===== config.mk =====
export PLATFORM = sky130hd
export DESIGN_NAME = pixel_stream_out
export DESIGN_NICKNAME = d
export VERILOG_FILES = /design/src/logic/voxel_shell_pkg.sv /design/src/logic/pixel_stream_out.sv
export SDC_FILE = /design/constraint.sdc
export NUM_CORES = 1
export LEC_CHECK = 0
export BUFFER_PORTS_ARGS = -buffer_cell sky130_fd_sc_hd__buf_2
export CAP_MARGIN = 20
export CORE_ASPECT_RATIO = 0.7
export CORE_MARGIN = 1.5
export CORE_UTILIZATION = 42
export DETAILED_ROUTE_END_ITERATION = 8
export PLACE_DENSITY_LB_ADDON = 0.05
export SETUP_SLACK_MARGIN = 0.15
export SLEW_MARGIN = 10
export SYNTH_ARGS = -nofsm -noshare
export SYNTH_HDL_FRONTEND = slang
export SYNTH_SLANG_ARGS = --single-unit

===== constraint.sdc =====
create_clock -name clk -period 2.5 [get_ports clk]
set_clock_uncertainty 0.2 [all_clocks]
set_input_delay 0.375 -clock clk [delete_from_list [all_inputs] [get_ports clk]]
set_output_delay 0.375 -clock clk [all_outputs]
set_load 0.1 [all_outputs]

===== src/logic/voxel_shell_pkg.sv =====
package voxel_shell_pkg;

    // ------------------------------
    // Memory address map
    // ------------------------------
    localparam int ADDR_BITS        = 28;
    localparam int DATA_BITS        = 64;
    // Byte lanes inside one 64-bit word
    localparam int WORD_OFFSET_BITS = 3;

    // Voxel window is the low 256 KiB, bits 27..18 must be zero
    localparam logic [ADDR_BITS-1:0] VOXEL_WIN_BASE = 28'h000_0000;
    localparam logic [ADDR_BITS-1:0] VOXEL_WIN_MASK = 28'hFFC_0000;
    localparam int                   VOX_WORD_BITS  = 15;

    // On-chip SDRAM stand-in, 1024 x 64-bit words
    localparam logic [ADDR_BITS-1:0] SDRAM_BASE      = 28'h004_0000;
    localparam int                   SDRAM_WORD_BITS = 10;
    localparam int                   SDRAM_BYTE_BITS = SDRAM_WORD_BITS + WORD_OFFSET_BITS;

    // ------------------------------
    // Screen geometry
    // ------------------------------
    localparam int SCREEN_WIDTH  = 480;
    localparam int SCREEN_HEIGHT = 360;
    localparam int TOTAL_PIXELS  = SCREEN_WIDTH * SCREEN_HEIGHT;
    localparam int PIX_ADDR_BITS = 18;
    localparam int RGB_BITS      = 24;
    localparam int COUNT_BITS    = 32;

    localparam logic [PIX_ADDR_BITS-1:0] LAST_PIXEL = PIX_ADDR_BITS'(TOTAL_PIXELS - 1);

    // ------------------------------
    // Enums
    // ------------------------------
    typedef enum logic {MEM_READ = 1'b0, MEM_WRITE = 1'b1} mem_op_e;

    // AXI response codes
    typedef enum logic [1:0] {RESP_OKAY = 2'b00, RESP_DECERR = 2'b11} mem_resp_e;

    typedef enum logic [1:0] {TGT_VOXEL, TGT_SDRAM, TGT_NONE} mem_target_e;

    // Four-phase acceptor state
    typedef enum logic {HS_IDLE, HS_HOLD} hs_state_e;

    // ------------------------------
    // Structs
    // ------------------------------
    typedef struct packed {
        mem_op_e                op;
        logic [ADDR_BITS-1:0]   addr;
        logic [DATA_BITS-1:0]   wdata;
    } mem_cmd_t;

    typedef struct packed {
        logic [DATA_BITS-1:0]   rdata;
        mem_resp_e              resp;
    } mem_rsp_t;

    // Decode to access stage link
    typedef struct packed {
        logic                       valid;
        mem_op_e                    op;
        mem_target_e                target;
        logic [SDRAM_WORD_BITS-1:0] word;
        logic [DATA_BITS-1:0]       wdata;
    } mem_stage_t;

    typedef struct packed {
        logic                       en;
        logic [VOX_WORD_BITS-1:0]   addr;
        logic [DATA_BITS-1:0]       data;
    } vox_wr_t;

    typedef struct packed {
        logic [PIX_ADDR_BITS-1:0]   addr;
        logic [RGB_BITS-1:0]        rgb;
    } pixel_t;

    typedef struct packed {
        logic [RGB_BITS-1:0]        rgb;
        logic                       sof;
        logic                       eof;
    } stream_beat_t;

endpackage


===== src/logic/pixel_stream_out.sv =====
`timescale 1ns/1ps

module pixel_stream_out (
    input  logic                                    clk,
    input  logic                                    rst_n,
    input  logic                                    load,
    input  voxel_shell_pkg::stream_beat_t           beat,
    input  logic                                    stream_ready,
    output logic                                    beat_room,
    output logic                                    stream_valid,
    output voxel_shell_pkg::stream_beat_t           stream_beat,
    output logic [voxel_shell_pkg::COUNT_BITS-1:0]  beat_count,
    output logic [voxel_shell_pkg::COUNT_BITS-1:0]  frame_count
);

    logic                           valid_q;
    voxel_shell_pkg::stream_beat_t  beat_q;
    logic                           xfer;

    assign xfer = valid_q && stream_ready;

    // Room when empty or when the held beat leaves this cycle
    assign beat_room = !valid_q || xfer;

    // ------------------------------
    // Held output beat
    // ------------------------------
    always_ff @(posedge clk or negedge rst_n) begin
        if (!rst_n) begin
            valid_q <= 1'b0;
        end else begin
            if (load) begin
                valid_q <= 1'b1;
            end else if (xfer) begin
                valid_q <= 1'b0;
            end
        end
    end

    always_ff @(posedge clk) begin
        if (load) begin
            beat_q <= beat;
        end
    end

    assign stream_valid = valid_q;
    assign stream_beat  = beat_q;

    // ------------------------------
    // Beat and frame counters
    // ------------------------------
    // Both wrap freely at full width
    always_ff @(posedge clk or negedge rst_n) begin
        if (!rst_n) begin
            beat_count  <= '0;
            frame_count <= '0;
        end else if (xfer) begin
            beat_count <= beat_count + 1'b1;
            if (beat_q.eof) begin
                frame_count <= frame_count + 1'b1;
            end
        end
    end

endmodule


==> reports/qor.yml <==
run_status:
  status: "complete, no violations"
run:
  drv_cap: 0
global_route:
  grt_pass1_wl_um: 13200
  first_global_vias: 2645
  grt_start_max_net_pins: 29
  grt_antenna_before_repair: 0
  track_usage_pct: 18.3
  gr-total-overflow: 0
critical_path:
  critPathLaunch: "beat_count[0]"
  rrSetupSlack_ns: 0.51
  cp-end-kind: "flip-flop"
  ff2ff_path_depth: 5
  cp-start-kind: "flip-flop"
  critPathKind: "reg -> reg"
  cp_max_fo: 5
  critical_path_arrival_ns: 2.02
  cp.required_ns: 2.52
  r2r-start: "beat_count[0]"
die:
  pin_count: 122
  dieArea_mm2: 0.00958
  initial_core_util_pct: 44.0
  die_h_um: 82.3
  coreArea_mm2: 0.00858
  fp.dieW_um: 116
  rows: 28
cts:
  clockBufferDepth: 2
  postCtsSetupBuffers: 0
  clkTransAtPathRegs_ns: 0.06
  cts.sinks: 91
  htreeDepth: 3
  cts_tree: "built"
  cts_buffers: 9
  clock_latency_ns: 0.34
  cts_root_buf: "clkbuf_16"
synthesis:
  yosysUniqueCellTypes: 28
  syn-instance-count: 285
  synthesis.nets: 317
  synth_area_per_cell_um2: 13.3
  ys_seq_area_share_pct: 63.7
  synth_area_mm2: 0.00378
  synth_seq_cells: 91
  ys_warn_count: 0
power:
  intPower_uw: 2660
  p_comb_share_pct: 28.0
  max-vdd-ir-drop_v: 0.000423
  seqPwrFrac_pct: 41.2
  p_leak_uw: 0.00235
  switchingPower_uw: 1750
  clkPwrFrac_pct: 30.8
  p_per_area_mw_per_mm2: 862
  swShare_pct: 39.7
  power.total_uw: 4410
placement:
  hpwl_um: 5960
  pre_cts_ws_ns: 0.528
  gp_routability_congestion: 0.758
  io_buffer_count: 121
route:
  via_per_inst: 4.93
  drc: 0
  dr.pass1.iters: 5
  wl_um: 8260
  first_iter_violations: 119
  drtAntennaViolNets: 0
  vias: 2778
  wire_per_inst_um: 14.7
hold_path:
  hold_depth: 1
  hold_path_class: "in -> reg"
  hp-start: "beat[22]"
cells_and_area:
  area_growth_pct: 35.3
  fill_cells: 715
  layout.nets: 470
  final_util_pct: 59.6
  final_layout_size_suffix_gt1_share_pct: 42.7
  antenna_cells: 0
sta:
  relSlewSlack_pct: 57.7
  period_needed_ns: 1.99
  setup_tns_ns: 0
  fmax_mhz: 502
  setup_viol: 0
  hold_viol_final: 0
  worstMarginPinSlew_ns: 0.631
  rsz0062_at_grt: "no"
  maxSlewViolCount: 0
  fin_crit_sh_pct: 79.7
  setup_slack_ns: 0.508
==> synth_stat cells <==
cell	instances	area, um^2
and3_1	8	50.1
and4_1	3	26.3
and4_2	1	10.0
buf_2	1	5.00
clkbuf_1	1	3.75
dfrtp_1	65	1630
edfxtp_1	26	781
ha_1	2	25.0
inv_1	2	7.51
mux2_2	1	11.3
nand2_1	23	86.3
nand2_2	1	6.26
nand2b_1	2	12.5
nand3_1	28	140
nand4_1	26	163
nand4_4	1	21.3
nand4b_1	1	8.76
nor2_1	8	30.0
nor3_1	5	25.0
nor3_2	3	30.0
nor4_1	5	31.3
nor4_2	1	12.5
nor4_4	4	85.1
or2_2	2	12.5
or3_1	2	12.5
or4_4	1	11.3
xnor2_1	49	429
xor2_1	13	114
==> kinds of logic after synthesis <==
kind of cell / count (synthesis) / synth area share (%)
adder cells (fa/ha/maj): 2 / 0.662
AND/OR/NAND/NOR: 125 / 20.5
multiplexers: 1 / 0.298
XOR/XNOR: 62 / 14.4
flip-flops: 91 / 63.7
buffers and inverters: 4 / 0.430
==> cell usage in the layout (no fill, tap or decap), drive strengths merged <==
master and instances:
buf 125, dfrtp 65, xnor2 49, nand3 28
nand4 27, edfxtp 26, nand2 24, dlygate4sd3 19
xor2 13, clkbuf 10, nor4 10, and3 8
nor2 8, nor3 8, and4 4, inv 4
nand2b 2, or3 2, ha 2, clkinv 2
or2 2, or4 1, mux2 1, nand4b 1
bufinv 1, clkinvlp 1
==> stage by stage <==
| step | hold slack (ns) | instances | instance area [um^2] |
|---|---|---|---|
| 2_1_floorplan | -0.121 | 285 | 3830 |
| 3_3_place_gp | 0.210 | 528 | 4620 |
| 3_5_place_dp | 0.207 | 528 | 4620 |
| 4_1_cts | 0.000361 | 563 | 5110 |
| 5_1_grt | 0.00128 | 563 | 5110 |
| 6_report | 0.0159 | 563 | 5110 |
==> state kept, by name, indices dropped and copies added (netlist names) <==
name / count
frame_count: 32
beat_count: 32
stream_beat: 26
stream_valid: 1
==> power groups by stage <==
stage	Sequential (uW)	Combinational (uW)	Clock, uW
finish	1810	1230	1360
global route	1840	1280	1460
CTS	1820	1250	1400
detailed placement	1850	1220	0
global placement	1840	1210	0
floorplan	2680	140	0
==> cell type report <==
| type | count | area, um^2 | share of cell area [%] |
|---|---|---|---|
| Inverter | 2 | 7.51 | 0.147 |
| Timing Repair Buffer | 144 | 838 | 16.4 |
| Clock buffer | 10 | 229 | 4.48 |
| Tap cell | 120 | 150 | 2.94 |
| Sequential cell | 91 | 2450 | 47.9 |
| Multi-Input combinational cell | 190 | 1370 | 26.7 |
| Clock inverter | 6 | 72.6 | 1.42 |
==> repair_timing <==
item | in CTS | in global routing
resized for setup | 0 | 0
endpoints found under the hold margin | 38 | 0
hold buffers | 19 | 0
==> critical path: stages (launching register included) <==
cell,delay [ns]
dfrtp_2,0.40
ha_1,0.19
nand4_1,0.21
nor4_1,0.54
nand4_1,0.19
xnor2_1,0.15
==> final timing paths <==
kind,end
max in group asynchronous,beat_count[5]
setup reg to reg,beat_count[14]
hold / removal,stream_beat[22]
min in group asynchronous,frame_count[18]
setup / recovery,beat_count[14]
hold reg to reg,beat_count[31]
==> routing by layer <==
layer  vias to the layer above  global-route usage [%]  part of all wire (%)
met5                         -                       0                     0
met3                         8                    5.47                   6.5
li1                       1344                       -                     -
met4                         0                    6.22                   1.1
met1                      1342                    25.4                    49
met2                        84                    27.7                    43
No activity file was read; power rests on OpenSTA's default activity.
