--- src/logic/voxel_shell_pkg.sv ---
package voxel_shell_pkg;

    // ------------------------------
    // Memory address map
    // ------------------------------
    localparam int ADDR_BITS        = 28;
    localparam int DATA_BITS        = 64;
    // Byte lanes inside one 64-bit word
    localparam int WORD_OFFSET_BITS = 3;

    // Voxel window is the low 256 KiB, bits 27..18 must be zero
    localparam logic [ADDR_BITS-1:0] VOXEL_WIN_BASE = 28'h000_0000;
    localparam logic [ADDR_BITS-1:0] VOXEL_WIN_MASK = 28'hFFC_0000;
    localparam int                   VOX_WORD_BITS  = 15;

    // On-chip SDRAM stand-in, 1024 x 64-bit words
    localparam logic [ADDR_BITS-1:0] SDRAM_BASE      = 28'h004_0000;
    localparam int                   SDRAM_WORD_BITS = 10;
    localparam int                   SDRAM_BYTE_BITS = SDRAM_WORD_BITS + WORD_OFFSET_BITS;

    // ------------------------------
    // Screen geometry
    // ------------------------------
    localparam int SCREEN_WIDTH  = 480;
    localparam int SCREEN_HEIGHT = 360;
    localparam int TOTAL_PIXELS  = SCREEN_WIDTH * SCREEN_HEIGHT;
    localparam int PIX_ADDR_BITS = 18;
    localparam int RGB_BITS      = 24;
    localparam int COUNT_BITS    = 32;

    localparam logic [PIX_ADDR_BITS-1:0] LAST_PIXEL = PIX_ADDR_BITS'(TOTAL_PIXELS - 1);

    // ------------------------------
    // Enums
    // ------------------------------
    typedef enum logic {MEM_READ = 1'b0, MEM_WRITE = 1'b1} mem_op_e;

    // AXI response codes
    typedef enum logic [1:0] {RESP_OKAY = 2'b00, RESP_DECERR = 2'b11} mem_resp_e;

    typedef enum logic [1:0] {TGT_VOXEL, TGT_SDRAM, TGT_NONE} mem_target_e;

    // Four-phase acceptor state
    typedef enum logic {HS_IDLE, HS_HOLD} hs_state_e;

    // ------------------------------
    // Structs
    // ------------------------------
    typedef struct packed {
        mem_op_e                op;
        logic [ADDR_BITS-1:0]   addr;
        logic [DATA_BITS-1:0]   wdata;
    } mem_cmd_t;

    typedef struct packed {
        logic [DATA_BITS-1:0]   rdata;
        mem_resp_e              resp;
    } mem_rsp_t;

    // Decode to access stage link
    typedef struct packed {
        logic                       valid;
        mem_op_e                    op;
        mem_target_e                target;
        logic [SDRAM_WORD_BITS-1:0] word;
        logic [DATA_BITS-1:0]       wdata;
    } mem_stage_t;

    typedef struct packed {
        logic                       en;
        logic [VOX_WORD_BITS-1:0]   addr;
        logic [DATA_BITS-1:0]       data;
    } vox_wr_t;

    typedef struct packed {
        logic [PIX_ADDR_BITS-1:0]   addr;
        logic [RGB_BITS-1:0]        rgb;
    } pixel_t;

    typedef struct packed {
        logic [RGB_BITS-1:0]        rgb;
        logic                       sof;
        logic                       eof;
    } stream_beat_t;

endpackage

--- src/logic/window_decode.sv ---
`timescale 1ns/1ps

module window_decode (
    input  logic                          clk,
    input  logic                          rst_n,
    input  logic                          mem_req,
    input  voxel_shell_pkg::mem_cmd_t     mem_cmd,
    output voxel_shell_pkg::mem_stage_t   stage,
    output voxel_shell_pkg::vox_wr_t      vox_wr
);

    logic                                          req_q;
    logic                                          req_rise;
    logic                                          in_voxel;
    logic                                          in_sdram;
    logic [voxel_shell_pkg::ADDR_BITS-1:0]         sdram_off;
    voxel_shell_pkg::mem_target_e                  target_d;

    // Registered stage fields
    logic                                          valid_q;
    voxel_shell_pkg::mem_op_e                      op_q;
    voxel_shell_pkg::mem_target_e                  target_q;
    logic [voxel_shell_pkg::SDRAM_WORD_BITS-1:0]   word_q;
    logic [voxel_shell_pkg::DATA_BITS-1:0]         wdata_q;
    logic                                          vox_en_q;
    logic [voxel_shell_pkg::VOX_WORD_BITS-1:0]     vox_addr_q;

    // Only a fresh request is taken, the held level is ignored
    assign req_rise = mem_req && !req_q;

    // ------------------------------
    // Address classification
    // ------------------------------
    assign in_voxel = (mem_cmd.addr & voxel_shell_pkg::VOXEL_WIN_MASK)
                      == voxel_shell_pkg::VOXEL_WIN_BASE;

    assign sdram_off = mem_cmd.addr - voxel_shell_pkg::SDRAM_BASE;
    assign in_sdram  = (mem_cmd.addr >= voxel_shell_pkg::SDRAM_BASE) &&
                       ((sdram_off >> voxel_shell_pkg::SDRAM_BYTE_BITS) == '0);

    always_comb begin
        if (in_voxel) begin
            target_d = voxel_shell_pkg::TGT_VOXEL;
        end else if (in_sdram) begin
            target_d = voxel_shell_pkg::TGT_SDRAM;
        end else begin
            target_d = voxel_shell_pkg::TGT_NONE;
        end
    end

    always_ff @(posedge clk or negedge rst_n) begin
        if (!rst_n) begin
            req_q    <= 1'b0;
            valid_q  <= 1'b0;
            vox_en_q <= 1'b0;
        end else begin
            req_q    <= mem_req;
            valid_q  <= req_rise;
            // Voxel write port strobes for exactly one cycle
            vox_en_q <= req_rise && (target_d == voxel_shell_pkg::TGT_VOXEL) &&
                        (mem_cmd.op == voxel_shell_pkg::MEM_WRITE);
        end
    end

    always_ff @(posedge clk) begin
        if (req_rise) begin
            op_q       <= mem_cmd.op;
            target_q   <= target_d;
            word_q     <= sdram_off[voxel_shell_pkg::SDRAM_BYTE_BITS-1:
                                    voxel_shell_pkg::WORD_OFFSET_BITS];
            wdata_q    <= mem_cmd.wdata;
            vox_addr_q <= mem_cmd.addr[voxel_shell_pkg::VOX_WORD_BITS +
                                       voxel_shell_pkg::WORD_OFFSET_BITS - 1:
                                       voxel_shell_pkg::WORD_OFFSET_BITS];
        end
    end

    assign stage  = '{valid: valid_q, op: op_q, target: target_q,
                      word: word_q, wdata: wdata_q};
    assign vox_wr = '{en: vox_en_q, addr: vox_addr_q, data: wdata_q};

endmodule

--- config.mk ---
export PLATFORM = sky130hd
export DESIGN_NAME = window_decode
export DESIGN_NICKNAME = d
export VERILOG_FILES = /design/src/logic/voxel_shell_pkg.sv /design/src/logic/window_decode.sv
export SDC_FILE = /design/constraint.sdc
export NUM_CORES = 1
export LEC_CHECK = 0
export BUFFER_PORTS_ARGS = -buffer_cell sky130_fd_sc_hd__buf_4
export CAP_MARGIN = 20
export CORE_AREA = 2 2 99 101
export CTS_CLUSTER_SIZE = 24
export DETAILED_ROUTE_END_ITERATION = 16
export DIE_AREA = 0 0 101 103
export PLACE_DENSITY_LB_ADDON = 0.05
export RECOVER_POWER = 25
export SYNTH_ARGS = -nofsm -noshare
export SYNTH_HDL_FRONTEND = slang
export SYNTH_SLANG_ARGS = --single-unit
--- constraint.sdc ---
create_clock -name clk -period 9.8 [get_ports clk]
set_input_delay 0.98 -clock clk [delete_from_list [all_inputs] [get_ports clk]]
set_output_delay 0.98 -clock clk [all_outputs]
set_load 0.02 [all_outputs]
==> flow_metrics.tcl, run 1 <==
set metrics [dict create \
    root_buffer "clkbuf_8" \
    vias 2108 \
    numClockSinks 85 \
    ys_ff_latch 85 \
    worst_setup_path_end_kind "flop" \
    synth_top_area_share_pct 74.3 \
    clk_pin_slew_ps 80 \
    drtAntennaViolNets 0 \
    post-cts-setup-buffer-count 0 \
    busiest_layer "met2" \
    synth_area_leaders "edfxtp_1 (74%), buf_4 (17%), dfrtp_1 (2.3%)" \
    synth.most_common_cell "edfxtp_1" \
    rsz0062_at_grt "false" \
    grt_max_degree 45 \
    finClkSkew_ps 8.75 \
    ctsHoldBuffers 0 \
    htree_levels 3 \
    nets 472 \
    worstSkewPairLatency_ps 340 \
    area_growth_pct 51.4 \
    ys_seq_area_share_pct 76.5 \
    grtUsageMet2_pct 24.3 \
    p_leak_uw 0.00219 \
    numCtsBuffers 9 \
    synth_edf_count 82 \
    avgSynthCellArea_sq_um 17.6 \
    synth_area_sq_um 3320 \
    ys.flop_type "edfxtp_1" \
    synth_nets 286 \
    grt_usage_pct 13.4 \
    tritoncts "yes" \
    dr.pass1.iters 4 \
    place_congestion 0.771 \
    worstSetupPathType "in2reg" \
    gr-usage-met3_pct 5.02 \
    antennaDiodeCount 0 \
    yosysWarnings 0 \
    syn_inst 188 \
    hold_ws_ps 451 \
    die_y_um 103 \
    drc 0 \
    routed_via_density 4.28 \
    rows 36 \
    fin_crit_ps 2360 \
    outcome "completed" \
    synth.top_cells.by_count "edfxtp_1 (82), buf_4 (77), dfrtp_1 (3)" \
    r2r_cells 3 \
    finalSetupViolations 0 \
    port_buffers 250 \
    powerDensity_nw_per_um2 164 \
    dp_hpwl_mm 6.10 \
    antenna_found_initial 1 \
    ir_drop_v 0.0000822 \
    regToRegSetupSlack_ps 7970 \
    ctsResizeCount 0 \
    layout-drive-gt1-share_pct 71.0 \
    relSlewSlack_pct 64.6 \
    dp.cells 476 \
    worst_pin_slew_ps 531 \
    synth.largest_area_cell "edfxtp_1" \
    grt_overflow 0 \
    hold_path_class "in2async" \
    final.fill_count 817 \
    setup_tns_ps 0 \
    gr-usage-met1_pct 13.7 \
    reg2reg_from "req_q" \
    wire_per_inst_um 15.8 \
    slew_violations 0 \
    r2r-end "wdata_q[6]" \
    max_cap_violations 0 \
    setup_ws_ps 7440 \
    ys_async_sr_fraction_pct 3.53 \
    cts_max_path_buffers 2 \
    crit_start "mem_cmd[82]" \
    fmax_mhz 424 \
    io_pins 254 \
    multi_input_area_sq_um 200 \
    hold_viol 0 \
    grt_pass1_wl_mm 10.0 \
    cp_max_fo 4 \
    cp-start-kind "primary input" \
    start_util_pct 35.1 \
    crit_required_ps 9900 \
    drt-total-wl_mm 7.77 \
    place_ws_ps 6750 \
    grt_pass1_vias 1917 \
    finalCritPeriodShare_pct 24.1 \
    drt-initial-drc-count 52 \
    stdcell_count 493 \
    regArea_sq_um 2540 \
    core_area_sq_um 9460 \
    chipWidth_um 101 \
    ys_types 24 \
    power_uw 826 \
    cp_data_arrival_time_ps 2460 \
    die_area_sq_um 10400 \
]
stage by stage:
step                      area [sq um]  utilization, %
after floorplan                   3320               -
after detailed placement          4770            50.4
final                             5020            53.1
after global placement            4770            50.4
after CTS                         5010            53.0
after global routing              5020            53.1
placed cells by master (no fill, tap or decap), types with 2 or more instances in the layout:
cell type / n
dfrtp_1: 3
buf_4: 171
ha_1: 2
clkbuf_8: 9
and3_1: 2
nor4_2: 2
edfxtp_1: 82
bufinv_16: 3
clkbuf_1: 4
inv_1: 2
clkbuf_4: 77
per-layer routing:
layer	vias to the layer above	part of all wire, %
li1	973	-
met1	997	34
met2	128	55
met3	8	9.8
met4	2	0.93
met5	-	0.17
worst max-delay path by stage:
| stage | endpoint | depth (start not counted) | slack (ps) |
|---|---|---|---|
| global route | target_q[1] | 7 | 7320 |
| CTS | wdata_q[11] | 3 | 7120 |
| global placement | wdata_q[30] | 3 | 6750 |
| finish | target_q[1] | 7 | 7440 |
| detailed placement | wdata_q[30] | 3 | 6750 |
| floorplan | op_q | 1 | 4660 |
where the power goes:
group / internal, uW / switching (uW) / total (uW)
registers: 416 / 8.02 / 424
logic: 54.1 / 56.7 / 111
clock network: 169 / 121 / 291
registers in the layout, summed over array words and instances (netlist names):
name,flops
wdata_q,64
word_q,9
vox_addr_q,6
target_q,2
op_q,1
req_q,1
valid_q,1
vox_en_q,1
final cells by class:
type | instances | share of cell area, %
clock buffers | 10 | 2.54
well taps | 114 | 2.84
clock inverters | 6 | 2.22
flip-flops and latches | 85 | 50.5
inverters | 2 | 0.150
multi-input cells | 24 | 3.99
repair buffers | 252 | 37.7
critical path, stage by stage:
cell	delay, ps
buf_4	100
inv_1	70
ha_1	290
or4b_4	460
nor4_2	160
nand4_1	150
o31a_1	260
cell families (layout without fill, tap and decap cells):
family                   after synthesis  count (layout)  synth area share (%)
XOR/XNOR                               2               2                 0.528
AND/OR/NAND/NOR                       15              15                  3.51
buffers and inverters                 79             270                  17.7
flip-flops                            85              85                  76.5
AO/OA/AOI/OAI                          5               5                  1.02
adder cells (fa/ha/maj)                2               2                 0.755
(Power assumes the default switching activity.)
==> inputs of run 2 (changes only) <==
- ABC_AREA: unset -> 1
- CORE_AREA: 2 2 99 101 -> unset
- CORE_ASPECT_RATIO: unset -> 1.1
- CORE_UTILIZATION: unset -> 36
- DIE_AREA: 0 0 101 103 -> unset
- clock period: 9.8 -> 2 ns (I/O delays scaled with it)
==> run 2 against run 1 <==
Non-clock buffer count grew 6. Sequential cell count stayed put. Synthesized area rose by 4.2%. Power grew to 4.8 times the previous value. Synthesized cell count is 23% higher. Highest routed layer is now met4.
==> flow_metrics.tcl, run 2 <==
set metrics [dict create \
    hold_path_class "in2reg" \
    drt-initial-drc-count 79 \
    drtAntennaViolNets 0 \
    rsz0062_at_grt "false" \
    synth_area_sq_um 3450 \
    post-cts-setup-buffer-count 0 \
    regMostFlops "wdata_q" \
    htree_levels 3 \
    synth_area_leaders "edfxtp_1 (71%), buf_4 (17%), dfrtp_1 (2.2%)" \
    ir_drop_v 0.000375 \
    drt-total-wl_mm 7.58 \
    yosysWarnings 0 \
    max_cap_violations 0 \
    final.fill_count 828 \
    synth_nets 329 \
    crit_required_ps 1990 \
    core_area_sq_um 9350 \
    antenna_found_initial 0 \
    synth.most_common_cell "edfxtp_1" \
    routed_via_density 4.14 \
    tritoncts "yes" \
    fmax_mhz 674 \
    cp-start-kind "primary input" \
    worst_setup_path_end_kind "flop" \
    ys_ff_latch 85 \
    cpMaxStageDelayCell "dlygate4sd3_1" \
    cp_max_fo 84 \
    crit_start "mem_req" \
    worst_pin_slew_ps 468 \
    synth_top_area_share_pct 71.3 \
    worstSkewPairLatency_ps 340 \
    numClockSinks 85 \
    ys.flop_type "edfxtp_1" \
    fin_crit_ps 1480 \
    die_y_um 105 \
    antennaDiodeCount 0 \
    drc 0 \
    slowest_delay_ps 530 \
    ctsHoldBuffers 2 \
    cts_max_path_buffers 2 \
    grt_pass1_wl_mm 10.7 \
    syn_inst 231 \
    finalSetupViolations 0 \
    worstSetupPathType "in2reg" \
    final_common_cell "buf_4" \
    place_congestion 0.762 \
    largestRegisters "wdata_q x64, word_q x9, vox_addr_q x6" \
    hold_start "mem_cmd[12]" \
    crit_family "buffers and inverters" \
    avgSynthCellArea_sq_um 14.9 \
    vias 2256 \
    grt_pass1_vias 2095 \
    cp_data_arrival_time_ps 1480 \
    outcome "completed" \
    layout-drive-gt1-share_pct 66.4 \
    synth_edf_count 82 \
    ys_async_sr_fraction_pct 3.53 \
    area_growth_pct 50.7 \
    finClkSkew_ps 11.7 \
    grt_usage_pct 14.7 \
    clk_pin_slew_ps 90 \
    dp.cells 522 \
    crit_chain "dlygate4sd3_1 -> clkbuf_4 -> inv_1 -> nor2_4 -> buf_12" \
    finalCritPeriodShare_pct 74.2 \
    numCtsBuffers 9 \
    port_buffers 250 \
    synth.largest_area_cell "edfxtp_1" \
    root_buffer "clkbuf_8" \
    grt_max_degree 85 \
    mostFrequentLayoutCells "buf_4 (170), edfxtp_1 (82), clkbuf_4 (78)" \
    largest_reg_flops 64 \
    ys_seq_area_share_pct 73.5 \
    rows 37 \
    setup_tns_ps 0 \
    io_pins 254 \
    wire_per_inst_um 13.9 \
    grt_overflow 0 \
    p_leak_uw 0.00233 \
    dr.pass1.iters 4 \
    reg2reg_from "req_q" \
    relSlewSlack_pct 68.8 \
    dp_hpwl_mm 5.90 \
    power_uw 3960 \
    slew_violations 0 \
    synth.top_cells.by_count "edfxtp_1 (82), buf_4 (77), nand2_1 (20)" \
    start_util_pct 36.9 \
    hold_viol 0 \
    nets 521 \
    ys_types 14 \
    chipWidth_um 95.4 \
    critPathBufInv 4 \
    die_area_sq_um 9990 \
    powerDensity_nw_per_um2 760 \
    stdcell_count 545 \
    ctsResizeCount 0 \
]
==> run 2: cell count changes in the layout (fill, tap and decap cells not counted), sizes merged, moves of 2 or more <==
cell	delta
nand3	+6
nand2	+23
nor4	-3
and3	-2
clkinv	+3
dlygate4sd3	+7
nor2	+19
nor2b	-2
inv	+13
==> run 2: logic make-up (layout without fill, tap and decap cells) <==
group	Yosys count	in the layout	share of synthesized area, %
and+or+nand+nor	51	51	7.28
DFF	85	85	73.5
buffers and inverters	93	290	18.5
adders and majority gates	2	2	0.725
==> run 2: worst register-to-register path, stage by stage (launching register included) <==
cell and delay, ps:
dfrtp_1 400, nor2_4 100, buf_12 340
==> run 2: worst paths after layout <==
check	slack, ps	endpoint	cells after the start
worst max-delay path	520	word_q[5]	5
worst max register to register	720	word_q[5]	2
worst min-delay path	50	wdata_q[12]	1
worst min register to register	730	valid_q	2
max in group asynchronous	1640	req_q	2
min in group asynchronous	210	valid_q	2
==> run 2: area by class of cell <==
| type | count | area, sq um | area share (%) |
|---|---|---|---|
| sequential | 85 | 2540 | 48.8 |
| timing repair buffer | 258 | 1960 | 37.7 |
| multi-input combinational | 53 | 284 | 5.46 |
| tap | 117 | 146 | 2.81 |
| clock buffer | 10 | 128 | 2.45 |
| clock inverter | 6 | 87.6 | 1.68 |
| inverter | 16 | 61.3 | 1.18 |
==> run 2: metal layers <==
| metal | track usage, % | wire length [um] | up-vias |
|---|---|---|---|
| met5 | 0 | 0 | - |
| met4 | 4.48 | 83 | 0 |
| met3 | 5.46 | 733 | 5 |
| met2 | 27.7 | 4370 | 112 |
| met1 | 14.5 | 2390 | 1059 |
| li1 | - | - | 1080 |
==> run 2: report_power, final <==
part | total [uW] | leakage, uW | internal (uW) | switching (uW)
clock network | 1310 | 0.000110 | 705 | 603
registers | 2080 | 0.000808 | 2040 | 37.4
logic | 572 | 0.00141 | 279 | 293
total | 3960 | 0.00233 | 3020 | 934
==> run 2: per-stage QoR <==
stage / util (%) / worst slack, ps / hold slack [ps] / instance area (sq um)
after floorplan: - / -21.4 / -95.6 / 3460
final: 55.6 / 516 / 48.6 / 5200
after CTS: 55.2 / 556 / 5.00 / 5160
after global placement: 52.7 / 594 / -10.0 / 4930
after detailed placement: 52.7 / 586 / -7.92 / 4930
after global routing: 55.6 / 470 / 22.9 / 5200
