<file path="src/logic/voxel_shell_pkg.sv">
package voxel_shell_pkg;

    // ------------------------------
    // Memory address map
    // ------------------------------
    localparam int ADDR_BITS        = 28;
    localparam int DATA_BITS        = 64;
    // Byte lanes inside one 64-bit word
    localparam int WORD_OFFSET_BITS = 3;

    // Voxel window is the low 256 KiB, bits 27..18 must be zero
    localparam logic [ADDR_BITS-1:0] VOXEL_WIN_BASE = 28'h000_0000;
    localparam logic [ADDR_BITS-1:0] VOXEL_WIN_MASK = 28'hFFC_0000;
    localparam int                   VOX_WORD_BITS  = 15;

    // On-chip SDRAM stand-in, 1024 x 64-bit words
    localparam logic [ADDR_BITS-1:0] SDRAM_BASE      = 28'h004_0000;
    localparam int                   SDRAM_WORD_BITS = 10;
    localparam int                   SDRAM_BYTE_BITS = SDRAM_WORD_BITS + WORD_OFFSET_BITS;

    // ------------------------------
    // Screen geometry
    // ------------------------------
    localparam int SCREEN_WIDTH  = 480;
    localparam int SCREEN_HEIGHT = 360;
    localparam int TOTAL_PIXELS  = SCREEN_WIDTH * SCREEN_HEIGHT;
    localparam int PIX_ADDR_BITS = 18;
    localparam int RGB_BITS      = 24;
    localparam int COUNT_BITS    = 32;

    localparam logic [PIX_ADDR_BITS-1:0] LAST_PIXEL = PIX_ADDR_BITS'(TOTAL_PIXELS - 1);

    // ------------------------------
    // Enums
    // ------------------------------
    typedef enum logic {MEM_READ = 1'b0, MEM_WRITE = 1'b1} mem_op_e;

    // AXI response codes
    typedef enum logic [1:0] {RESP_OKAY = 2'b00, RESP_DECERR = 2'b11} mem_resp_e;

    typedef enum logic [1:0] {TGT_VOXEL, TGT_SDRAM, TGT_NONE} mem_target_e;

    // Four-phase acceptor state
    typedef enum logic {HS_IDLE, HS_HOLD} hs_state_e;

    // ------------------------------
    // Structs
    // ------------------------------
    typedef struct packed {
        mem_op_e                op;
        logic [ADDR_BITS-1:0]   addr;
        logic [DATA_BITS-1:0]   wdata;
    } mem_cmd_t;

    typedef struct packed {
        logic [DATA_BITS-1:0]   rdata;
        mem_resp_e              resp;
    } mem_rsp_t;

    // Decode to access stage link
    typedef struct packed {
        logic                       valid;
        mem_op_e                    op;
        mem_target_e                target;
        logic [SDRAM_WORD_BITS-1:0] word;
        logic [DATA_BITS-1:0]       wdata;
    } mem_stage_t;

    typedef struct packed {
        logic                       en;
        logic [VOX_WORD_BITS-1:0]   addr;
        logic [DATA_BITS-1:0]       data;
    } vox_wr_t;

    typedef struct packed {
        logic [PIX_ADDR_BITS-1:0]   addr;
        logic [RGB_BITS-1:0]        rgb;
    } pixel_t;

    typedef struct packed {
        logic [RGB_BITS-1:0]        rgb;
        logic                       sof;
        logic                       eof;
    } stream_beat_t;

endpackage

</file>
<file path="src/logic/pixel_framer.sv">
`timescale 1ns/1ps

module pixel_framer (
    input  logic                            clk,
    input  logic                            rst_n,
    input  logic                            pix_req,
    input  voxel_shell_pkg::pixel_t         pixel,
    input  logic                            beat_room,
    output logic                            pix_ack,
    output logic                            load,
    output voxel_shell_pkg::stream_beat_t   beat
);

    voxel_shell_pkg::hs_state_e state;
    logic                       accept;
    logic                       is_first;
    logic                       is_last;

    // Take the pixel only when the output register can hold it
    assign accept = (state == voxel_shell_pkg::HS_IDLE) && pix_req && beat_room;

    // ------------------------------
    // Four-phase acceptor
    // ------------------------------
    always_ff @(posedge clk or negedge rst_n) begin
        if (!rst_n) begin
            state <= voxel_shell_pkg::HS_IDLE;
        end else begin
            case (state)
                voxel_shell_pkg::HS_IDLE: begin
                    if (accept) begin
                        state <= voxel_shell_pkg::HS_HOLD;
                    end
                end
                // Wait for the source to release its request
                voxel_shell_pkg::HS_HOLD: begin
                    if (!pix_req) begin
                        state <= voxel_shell_pkg::HS_IDLE;
                    end
                end
                default: state <= voxel_shell_pkg::HS_IDLE;
            endcase
        end
    end

    assign pix_ack = (state == voxel_shell_pkg::HS_HOLD);
    assign load    = accept;

    // Frame markers come from the linear pixel address
    assign is_first = (pixel.addr == '0);
    assign is_last  = (pixel.addr == voxel_shell_pkg::LAST_PIXEL);

    assign beat = '{rgb: pixel.rgb, sof: is_first, eof: is_last};

endmodule

</file>
<file path="config.mk">
export PLATFORM = sky130hd
export DESIGN_NAME = pixel_framer
export DESIGN_NICKNAME = d
export VERILOG_FILES = /design/src/logic/voxel_shell_pkg.sv /design/src/logic/pixel_framer.sv
export SDC_FILE = /design/constraint.sdc
export NUM_CORES = 1
export LEC_CHECK = 0
export BUFFER_PORTS_ARGS = -buffer_cell sky130_fd_sc_hd__buf_2
export CAP_MARGIN = 20
export CORE_AREA = 2 2 42 44
export CTS_CLUSTER_DIAMETER = 60
export CTS_CLUSTER_SIZE = 40
export DETAILED_ROUTE_END_ITERATION = 8
export DIE_AREA = 0 0 44 46
export GPL_TIMING_DRIVEN = 0
export PLACE_DENSITY_LB_ADDON = 0.1
export REMOVE_ABC_BUFFERS = 1
export SETUP_SLACK_MARGIN = 0.3
export SLEW_MARGIN = 20
export SYNTH_ARGS = -nofsm -noshare
export SYNTH_HDL_FRONTEND = slang
export SYNTH_SLANG_ARGS = --single-unit
</file>
<file path="constraint.sdc">
create_clock -name clk -period 1.4 [get_ports clk]
set_input_delay 0.21 -clock clk [delete_from_list [all_inputs] [get_ports clk]]
set_output_delay 0.21 -clock clk [all_outputs]
set_load 0.02 [all_outputs]
</file>
==> flow_summary.ini, run 1 <==
[finish]
num-fill-cells = 184
multiInputGateArea_sq_um = 139
finalNetCount = 90
largest_register_ffs = 1
final_cell_count_no_fill = 59
area_growth_pct = 13.0
antenna_diode_count = 0
drive_gt1_share_pct = 71.4
area.sequential_sq_um = 25.0

[worst_hold_path]
hold_path_depth = 0
hold_path.class = in2out

[synth]
synthTopCellsByArea = buf_4 (63%), dfrtp_1 (8.1%), nor4_1 (8.1%)
top_count_cell_post_synth = buf_4
synth-edff-count = 0
synth.avg_cell_area_sq_um = 7.33
post_synth_inst_count = 42
mappedNetlistArea_sq_um = 308
postSynthRegisterBits = 1
synthFlopType = dfrtp_1
yosys_warn_count = 0
synthDominantCellAreaShare_pct = 63.4
postSynth.asyncResetShare_pct = 100
synthDistinctLibCells = 9
synth-seq-area-share_pct = 8.13
synth_top_cells_by_count = buf_4 (26), nor4_1 (4), nand4_1 (3), nor2_1 (3), nand2_1 (2)
yosys.area.top_type = buf_4

[floorplan]
fp-row-count = 15
fp.coreArea_sq_um = 1610
dieWidth_microns = 44
die_area_sq_um = 2020
start_util_pct = 19.1
die_h_microns = 46
io-pin-count = 74

[timing]
timing.clock.skew_ns = 0
pin_slew_with_the_least_headroom_to_its_limit_ns = 0.189
slew_viol_final = 0
timing.final.hold_violations = 0
timing.max_slew.rel_slack_pct = 87.3
setup_violation_total_in_the_final_timing_report = 0
fmaxAchievable_mhz = 824
finalCritPeriodShare_pct = 86.6
rsz_0062_raised_after_global_routing = true
layout_setup_ws_ns = 0.187
final_period_minus_worst_setup_slack_ns = 1.21

[placement]
port_buffers = 25
gp_congestion = 0.616
place_ws_ns = 0.0168
placed_cells = 58

[setup_path]
setup.reg_to_reg.worst_slack_ns = 0.73
worstSetupStartpointType = input pin
crit_path_max_fanout = 2
worstPathRequired_ns = 1.19
reg2reg_depth = 1
criticalPathCategory = in2out
cp-end-kind = primary output
crit_arrival_ns = 1.00

[power_and_ir_drop]
leakagePower_nw = 0.148
power-per-cell-area_nw_per_um2 = 305
vdd_drop_max_mv = 0.0772

[run]
timing.max_cap.violations = 0

[grt]
first_global_vias = 291
grt_pass1_wl_mm = 1.65
grt_use_total_pct = 12.0
grt_overflow_total = 0
grt_antenna_before_repair = 0
grt_max_degree = 4

[cts]
cts_setup_buffers = 0
worst_skew_pair.late_latency_ns = 0

[drt]
viasPerCell = 4.86
number_of_drc_violations_after_detailed_routing_iteration_0 = 1
postRouteWirelength_mm = 1.28
route.antenna.remaining_nets = 0
number_of_remaining_drc_errors = 0
drt-pass1-iter-count = 2
vias = 287
avgRoutedWirePerCell_microns = 21.7

[status]
status = completed
==> cells by family (layout without fill, tap and decap cells) <==
group	count (synthesis)	after routing	synth area share (%)
AOI/OAI and AO/OA	1	1	2.44
and+or+nand+nor	14	14	26.0
DFF	1	1	8.13
buffers and inverters	26	26	63.4
==> stage by stage <==
stage                     util, %  TNS [ns]  area, sq um  hold WS [ns]  power [mW]
after floorplan                 -         0          113       -0.0856      0.0448
final                        21.6         0          348         0.420       0.106
after global routing         21.6         0          348         0.420       0.112
after global placement       16.0  -0.00955          259       -0.0144      0.0827
after CTS                    19.1         0          309         0.420      0.0940
after detailed placement     16.0         0          259       -0.0135      0.0827
==> power by group <==
part / internal (mW) / switching [mW] / leakage, nW
Clock: 0 / 0 / 0
Sequential: 0.0314 / 0.00130 / 0.0125
Combinational: 0.0400 / 0.0334 / 0.136
Total: 0.0714 / 0.0347 / 0.148
==> metal layers <==
metal,wire length (microns),track usage [%]
met5,0,0
met4,0,0
met3,357,17.5
met2,418,12.1
met1,508,14.5
==> repair_timing <==
item                                   in CTS  in global routing
hold buffers                                1                  0
setup endpoints to repair                   2                  2
endpoints found under the hold margin       1                  0
cloned                                      0                  0
gates resized for setup                     7                  6
pin swaps                                   6                  4
==> final cells by class <==
class | instances | share of cell area, %
multi-input cells | 15 | 39.9
repair buffers | 26 | 46.8
well taps | 17 | 6.12
flip-flops and latches | 1 | 7.19
==> placed cells by master, fill, tap and decap left out <==
cell type	synthesis	final
nor2_1	3	3
nor4_4	0	3
nand2_1	2	2
buf_6	0	4
dlygate4sd3_1	0	1
nand3_1	1	1
buf_2	0	20
nand4_1	3	3
dfrtp_1	1	1
nor4_2	1	2
buf_4	26	1
o21a_1	1	1
==> critical path, stage by stage <==
cell and delay (ns):
buf_6 0.10, nor4_4 0.24, nand2_1 0.12, nor4_2 0.13
buf_2 0.20
==> worst paths after layout <==
path	end	from
min reg2reg	pix_ack$_DFF_PN0_	pix_ack$_DFF_PN0_
max	beat[0]	pixel[40]
max in group asynchronous	pix_ack$_DFF_PN0_	rst_n
min	beat[2]	pixel[0]
max reg2reg	pix_ack$_DFF_PN0_	pix_ack$_DFF_PN0_
min in group asynchronous	pix_ack$_DFF_PN0_	rst_n
Note: power is estimated with default switching activity, not from simulation.
==> inputs of run 2 (changes only) <==
--- a/config.mk
+++ b/config.mk
@@ -7,11 +7,11 @@
 export LEC_CHECK = 0
 export BUFFER_PORTS_ARGS = -buffer_cell sky130_fd_sc_hd__buf_2
 export CAP_MARGIN = 20
-export CORE_AREA = 2 2 42 44
+export CORE_AREA = 2 2 44 46
 export CTS_CLUSTER_DIAMETER = 60
 export CTS_CLUSTER_SIZE = 40
 export DETAILED_ROUTE_END_ITERATION = 8
-export DIE_AREA = 0 0 44 46
+export DIE_AREA = 0 0 46 48
 export GPL_TIMING_DRIVEN = 0
 export PLACE_DENSITY_LB_ADDON = 0.1
 export REMOVE_ABC_BUFFERS = 1
==> constraint.sdc (replaced) <==
create_clock -name clk -period 1.05 [get_ports clk]
set_input_delay 0.1575 -clock clk [delete_from_list [all_inputs] [get_ports clk]]
set_output_delay 0.1575 -clock clk [all_outputs]
set_load 0.02 [all_outputs]
==> run 2 against run 1 <==
Compared with the run above:
- the flow now finishes with violations (negative setup slack)
- setup slack worse by 0.22 ns
- critical path depth is the same
- register-to-register slack got worse by 0.35 ns
- sequential cell count is the same
- routed wire length shrank 5.8%
- total power is 41% higher
- utilization increased by 0.45 points
- global-route usage down 0.75 points
- cell area up 6.8%
- cell count unchanged
- critical path type unchanged
- critical endpoint unchanged
- largest cell class unchanged
- largest power group unchanged
- highest routed layer unchanged
==> flow_summary.ini, run 2 (synthesized netlist as in run 1, its figures left out) <==
[finish]
area_growth_pct = 20.7
drive_gt1_share_pct = 73.8
num-fill-cells = 190
final_cell_count_no_fill = 59
layout.cells.most_common = buf_2
largest_register_ffs = 1
layout_common_cells = buf_2 (16), buf_6 (5)
antenna_diode_count = 0
stdcell_area_sq_um = 372
finalNetCount = 90

[timing]
holdWs_ns = 0.315
timing.final.hold_violations = 0
fmaxAchievable_mhz = 921
timing.max_slew.rel_slack_pct = 85.4
finalCritPeriodShare_pct = 103
slew_viol_final = 0
rsz_0062_raised_after_global_routing = true
setup_violation_total_in_the_final_timing_report = 2
final_period_minus_worst_setup_slack_ns = 1.09
timing.clock.skew_ns = 0
pin_slew_with_the_least_headroom_to_its_limit_ns = 0.218
layout_setup_ws_ns = -0.0358

[placement]
placed_cells = 58
port_buffers = 25
post_dp_cell_area_sq_um = 259
gp_congestion = 0.566
detailed_place_hpwl_microns = 998

[setup_path]
reg2reg_depth = 1
cp-end-kind = primary output
criticalPathCategory = in2out
worstSetupStartpointType = input pin
cpMaxStageDelayCell = nor4_4
worst_path_dominant_cell_family = simple AND/OR/NAND/NOR gates
crit_path_max_fanout = 2
crit_arrival_ns = 0.93
reg2reg_to = pix_ack$_DFF_PN0_
crit_buf_inv = 2
timing.critical_path.slowest_cell_delay_ns = 0.27
worstPathCellList = buf_6, nor4_4, nand2_2, nor4_2, buf_4
worstPathRequired_ns = 0.89
reg_to_reg_start = pix_ack$_DFF_PN0_
setup.reg_to_reg.worst_slack_ns = 0.38

[cts]
cts_setup_buffers = 0
worst_skew_pair.late_latency_ns = 0

[worst_hold_path]
hp-start = pixel[0]
hold_path.class = in2out
hold_path_depth = 0
min_delay_worst_endpoint = beat[2]

[power_and_ir_drop]
total_power_uw = 150
leakagePower_nw = 0.154
vdd_drop_max_mv = 0.125
power-per-cell-area_nw_per_um2 = 403

[drt]
number_of_drc_violations_after_detailed_routing_iteration_0 = 7
number_of_remaining_drc_errors = 0
viasPerCell = 5.08
vias = 300
postRouteWirelength_mm = 1.21
drt-pass1-iter-count = 2
route.antenna.remaining_nets = 0
avgRoutedWirePerCell_microns = 20.5

[floorplan]
io-pin-count = 74
start_util_pct = 18.2
fp-row-count = 15
die_h_microns = 48
fp.coreArea_sq_um = 1690
die_area_sq_um = 2210
dieWidth_microns = 46

[status]
status = finished, violations left
violated_checks = negative setup slack

[grt]
grt_overflow_total = 0
first_global_vias = 316
grt_use_total_pct = 11.3
grt_max_degree = 4
grt_antenna_before_repair = 0
grt_pass1_wl_mm = 1.64

[run]
timing.max_cap.violations = 0
[run 2: cell types whose count changed in the layout (fill, tap and decap cells not counted)]
cell / change
buf_8: +1
buf_2: -4
buf_6: +1
buf_4: +2
nand2_2: +1
nand2_1: -1
[run 2: how the worst max path moves through the flow]
stage | start | endpoint | slack (ns) | cells past startpoint
6_report | pixel[40] | beat[0] | -0.04 | 5
5_1_grt | pixel[40] | beat[0] | -0.10 | 5
3_5_place_dp | pixel[34] | beat[0] | -0.21 | 5
2_1_floorplan | pixel[34] | beat[0] | -0.14 | 3
3_3_place_gp | pixel[34] | beat[0] | -0.28 | 5
4_1_cts | pixel[40] | beat[0] | -0.04 | 5
[run 2: power breakdown]
group | switching [mW] | leakage, nW | internal [mW] | total (mW)
logic | 0.0456 | 0.141 | 0.0607 | 0.106
registers | 0.00169 | 0.0125 | 0.0419 | 0.0436
clock network | 0 | 0 | 0 | 0
total | 0.0473 | 0.154 | 0.103 | 0.150
[run 2: stage by stage]
| step | setup TNS (ns) | utilization (%) | setup WS (ns) |
|---|---|---|---|
| after floorplan | -0.139 | - | -0.139 |
| after global placement | -0.363 | 15.3 | -0.276 |
| after detailed placement | -0.295 | 15.3 | -0.206 |
| after CTS | -0.0404 | 20.1 | -0.0404 |
| after global routing | -0.209 | 22.0 | -0.105 |
| final | -0.0491 | 22.0 | -0.0358 |
[run 2: area by class of cell]
class	count	area, sq um	share of cell area (%)
timing repair buffer	26	184	49.5
multi-input combinational	15	141	38.0
sequential	1	25.0	6.73
tap	17	21.3	5.72
[run 2: repair_timing]
action	4_1_cts	5_1_grt
pin swaps	5	3
hold buffers	1	0
gates resized for setup	14	6
hold endpoints to repair	1	0
gates cloned	0	0
setup endpoints to repair	3	3
[run 2: metal layers]
| metal | routed length, microns | track usage (%) | up-vias | share of wire (%) |
|---|---|---|---|---|
| met5 | 0 | 0 | - | 0 |
| met4 | 0 | 0 | 0 | 0 |
| met3 | 296 | 11.3 | 0 | 24 |
| met2 | 346 | 11.1 | 53 | 29 |
| met1 | 565 | 16.8 | 126 | 47 |
| li1 | - | - | 121 | - |
==> inputs of run 3 (changes only) <==
==> constraint.sdc (replaced) <==
create_clock -name clk -period 1.05 [get_ports clk]
set_input_delay 0.0525 -clock clk [delete_from_list [all_inputs] [get_ports clk]]
set_output_delay 0.0525 -clock clk [all_outputs]
set_load 0.02 [all_outputs]
==> run 3 against run 2 <==
Compared with the run above:
- highest routed layer unchanged
- sequential cell count unchanged
- the run now ends clean
- critical path depth stayed put
- hold slack got worse by 0.21 ns
- cell count unchanged
- largest power group unchanged
- setup slack gained 0.20 ns
- global-route usage shrank 0.39 points
- die area did not move
- critical endpoint unchanged
- cell area fell by 7.4%
- sequential power barely moved
==> flow_summary.ini, run 3 (synthesized netlist as in run 1, its figures left out) <==
[finish]
area_growth_pct = 11.8
antenna_diode_count = 0
largest_register_ffs = 1
drive_gt1_share_pct = 73.8
finalNetCount = 90
layout_common_cells = buf_2 (19), buf_6 (4), nor2_1 (3), nand4_1 (3), nor4_2 (3)
layout.cells.most_common = buf_2
num-fill-cells = 196

[drt]
viasPerCell = 5.07
number_of_drc_violations_after_detailed_routing_iteration_0 = 7
number_of_remaining_drc_errors = 0
avgRoutedWirePerCell_microns = 20.7
route.antenna.remaining_nets = 0
drt-pass1-iter-count = 2
postRouteWirelength_mm = 1.22
vias = 299

[worst_hold_path]
hold_path.class = in2out
min_delay_worst_endpoint = beat[2]
hold_path_depth = 0
hp-start = pixel[0]

[power_and_ir_drop]
vdd_drop_max_mv = 0.105
power-per-cell-area_nw_per_um2 = 405
leakagePower_nw = 0.147
total_power_uw = 139

[floorplan]
io-pin-count = 74
fp-row-count = 15
die_h_microns = 48
die_area_sq_um = 2210
fp.coreArea_sq_um = 1690
dieWidth_microns = 46
start_util_pct = 18.2

[setup_path]
reg2reg_depth = 1
worstSetupStartpointType = input pin
crit_arrival_ns = 0.83
worst_path_dominant_cell_family = simple AND/OR/NAND/NOR gates
cp-end-kind = primary output
criticalPathCategory = in2out
worstPathCellList = buf_2, nor4_4, nand2_2, nor4_2, buf_4
cpMaxStageDelayCell = nor4_4
worstPathRequired_ns = 1.00
timing.critical_path.slowest_cell_delay_ns = 0.26
setup.reg_to_reg.worst_slack_ns = 0.38
reg2reg_to = pix_ack$_DFF_PN0_
reg_to_reg_start = pix_ack$_DFF_PN0_
crit_path_max_fanout = 2
crit_buf_inv = 2

[timing]
holdWs_ns = 0.105
timing.final.hold_violations = 0
fmaxAchievable_mhz = 1130
layout_setup_ws_ns = 0.164
final_period_minus_worst_setup_slack_ns = 0.886
finalCritPeriodShare_pct = 84.3
rsz_0062_raised_after_global_routing = true
timing.clock.skew_ns = 0
pin_slew_with_the_least_headroom_to_its_limit_ns = 0.218
setup_violation_total_in_the_final_timing_report = 0
timing.max_slew.rel_slack_pct = 85.4
slew_viol_final = 0

[status]
status = completed

[grt]
grt_overflow_total = 0
grt_pass1_wl_mm = 1.58
grt_antenna_before_repair = 0
grt_use_total_pct = 10.9
first_global_vias = 306
grt_max_degree = 4

[cts]
worst_skew_pair.late_latency_ns = 0
cts_setup_buffers = 0

[placement]
detailed_place_hpwl_microns = 998
port_buffers = 25
gp_congestion = 0.566
place_ws_ns = 0.00385

[run]
timing.max_cap.violations = 0
## run 3: cell count changes in the layout (fill, tap and decap cells not counted)
| cell | change |
|---|---|
| buf_6 | -1 |
| buf_2 | +3 |
| nor4_2 | +1 |
| buf_4 | -1 |
| nor4_4 | -1 |
| buf_8 | -1 |
## run 3: worst max-delay path by stage
stage	from	cells past startpoint	slack, ns	endpoint
4_1_cts	pixel[40]	5	0.17	beat[0]
6_report	pixel[36]	5	0.16	beat[0]
2_1_floorplan	pixel[34]	3	0.07	beat[0]
3_5_place_dp	pixel[34]	5	0.004	beat[0]
5_1_grt	pixel[36]	5	0.10	beat[0]
3_3_place_gp	pixel[34]	5	-0.07	beat[0]
## run 3: stage by stage
step / setup TNS [ns] / cells / util (%) / area, sq um
6_report: 0 / 59 / 20.4 / 344
3_5_place_dp: 0 / 58 / 15.3 / 259
5_1_grt: 0 / 59 / 20.4 / 344
4_1_cts: 0 / 59 / 18.2 / 308
3_3_place_gp: -0.0658 / 58 / 15.3 / 259
2_1_floorplan: 0 / 16 / - / 113
## run 3: report_power, final
group | switching (mW) | total (mW) | leakage [nW] | internal [mW]
clock network | 0 | 0 | 0 | 0
logic | 0.0434 | 0.0959 | 0.135 | 0.0525
registers | 0.00167 | 0.0436 | 0.0125 | 0.0419
total | 0.0451 | 0.139 | 0.147 | 0.0944
## run 3: final cells by class
class / count / area, sq um / share of cell area [%]
Tap cell: 17 / 21.3 / 6.18
Timing Repair Buffer: 26 / 165 / 48.0
Multi-Input combinational cell: 15 / 133 / 38.5
Sequential cell: 1 / 25.0 / 7.27
## run 3: repair_timing
action / in CTS / in global routing
gates cloned: 0 / 0
setup endpoints to repair: 2 / 2
hold endpoints to repair: 1 / 0
pin swaps: 4 / 5
resized for setup: 7 / 8
hold buffers: 1 / 0
## run 3: per-layer routing
| layer | routed length (microns) | track usage, % |
|---|---|---|
| met5 | 0 | 0 |
| met4 | 0 | 0 |
| met2 | 354 | 10.0 |
| met1 | 564 | 16.6 |
| met3 | 301 | 11.3 |
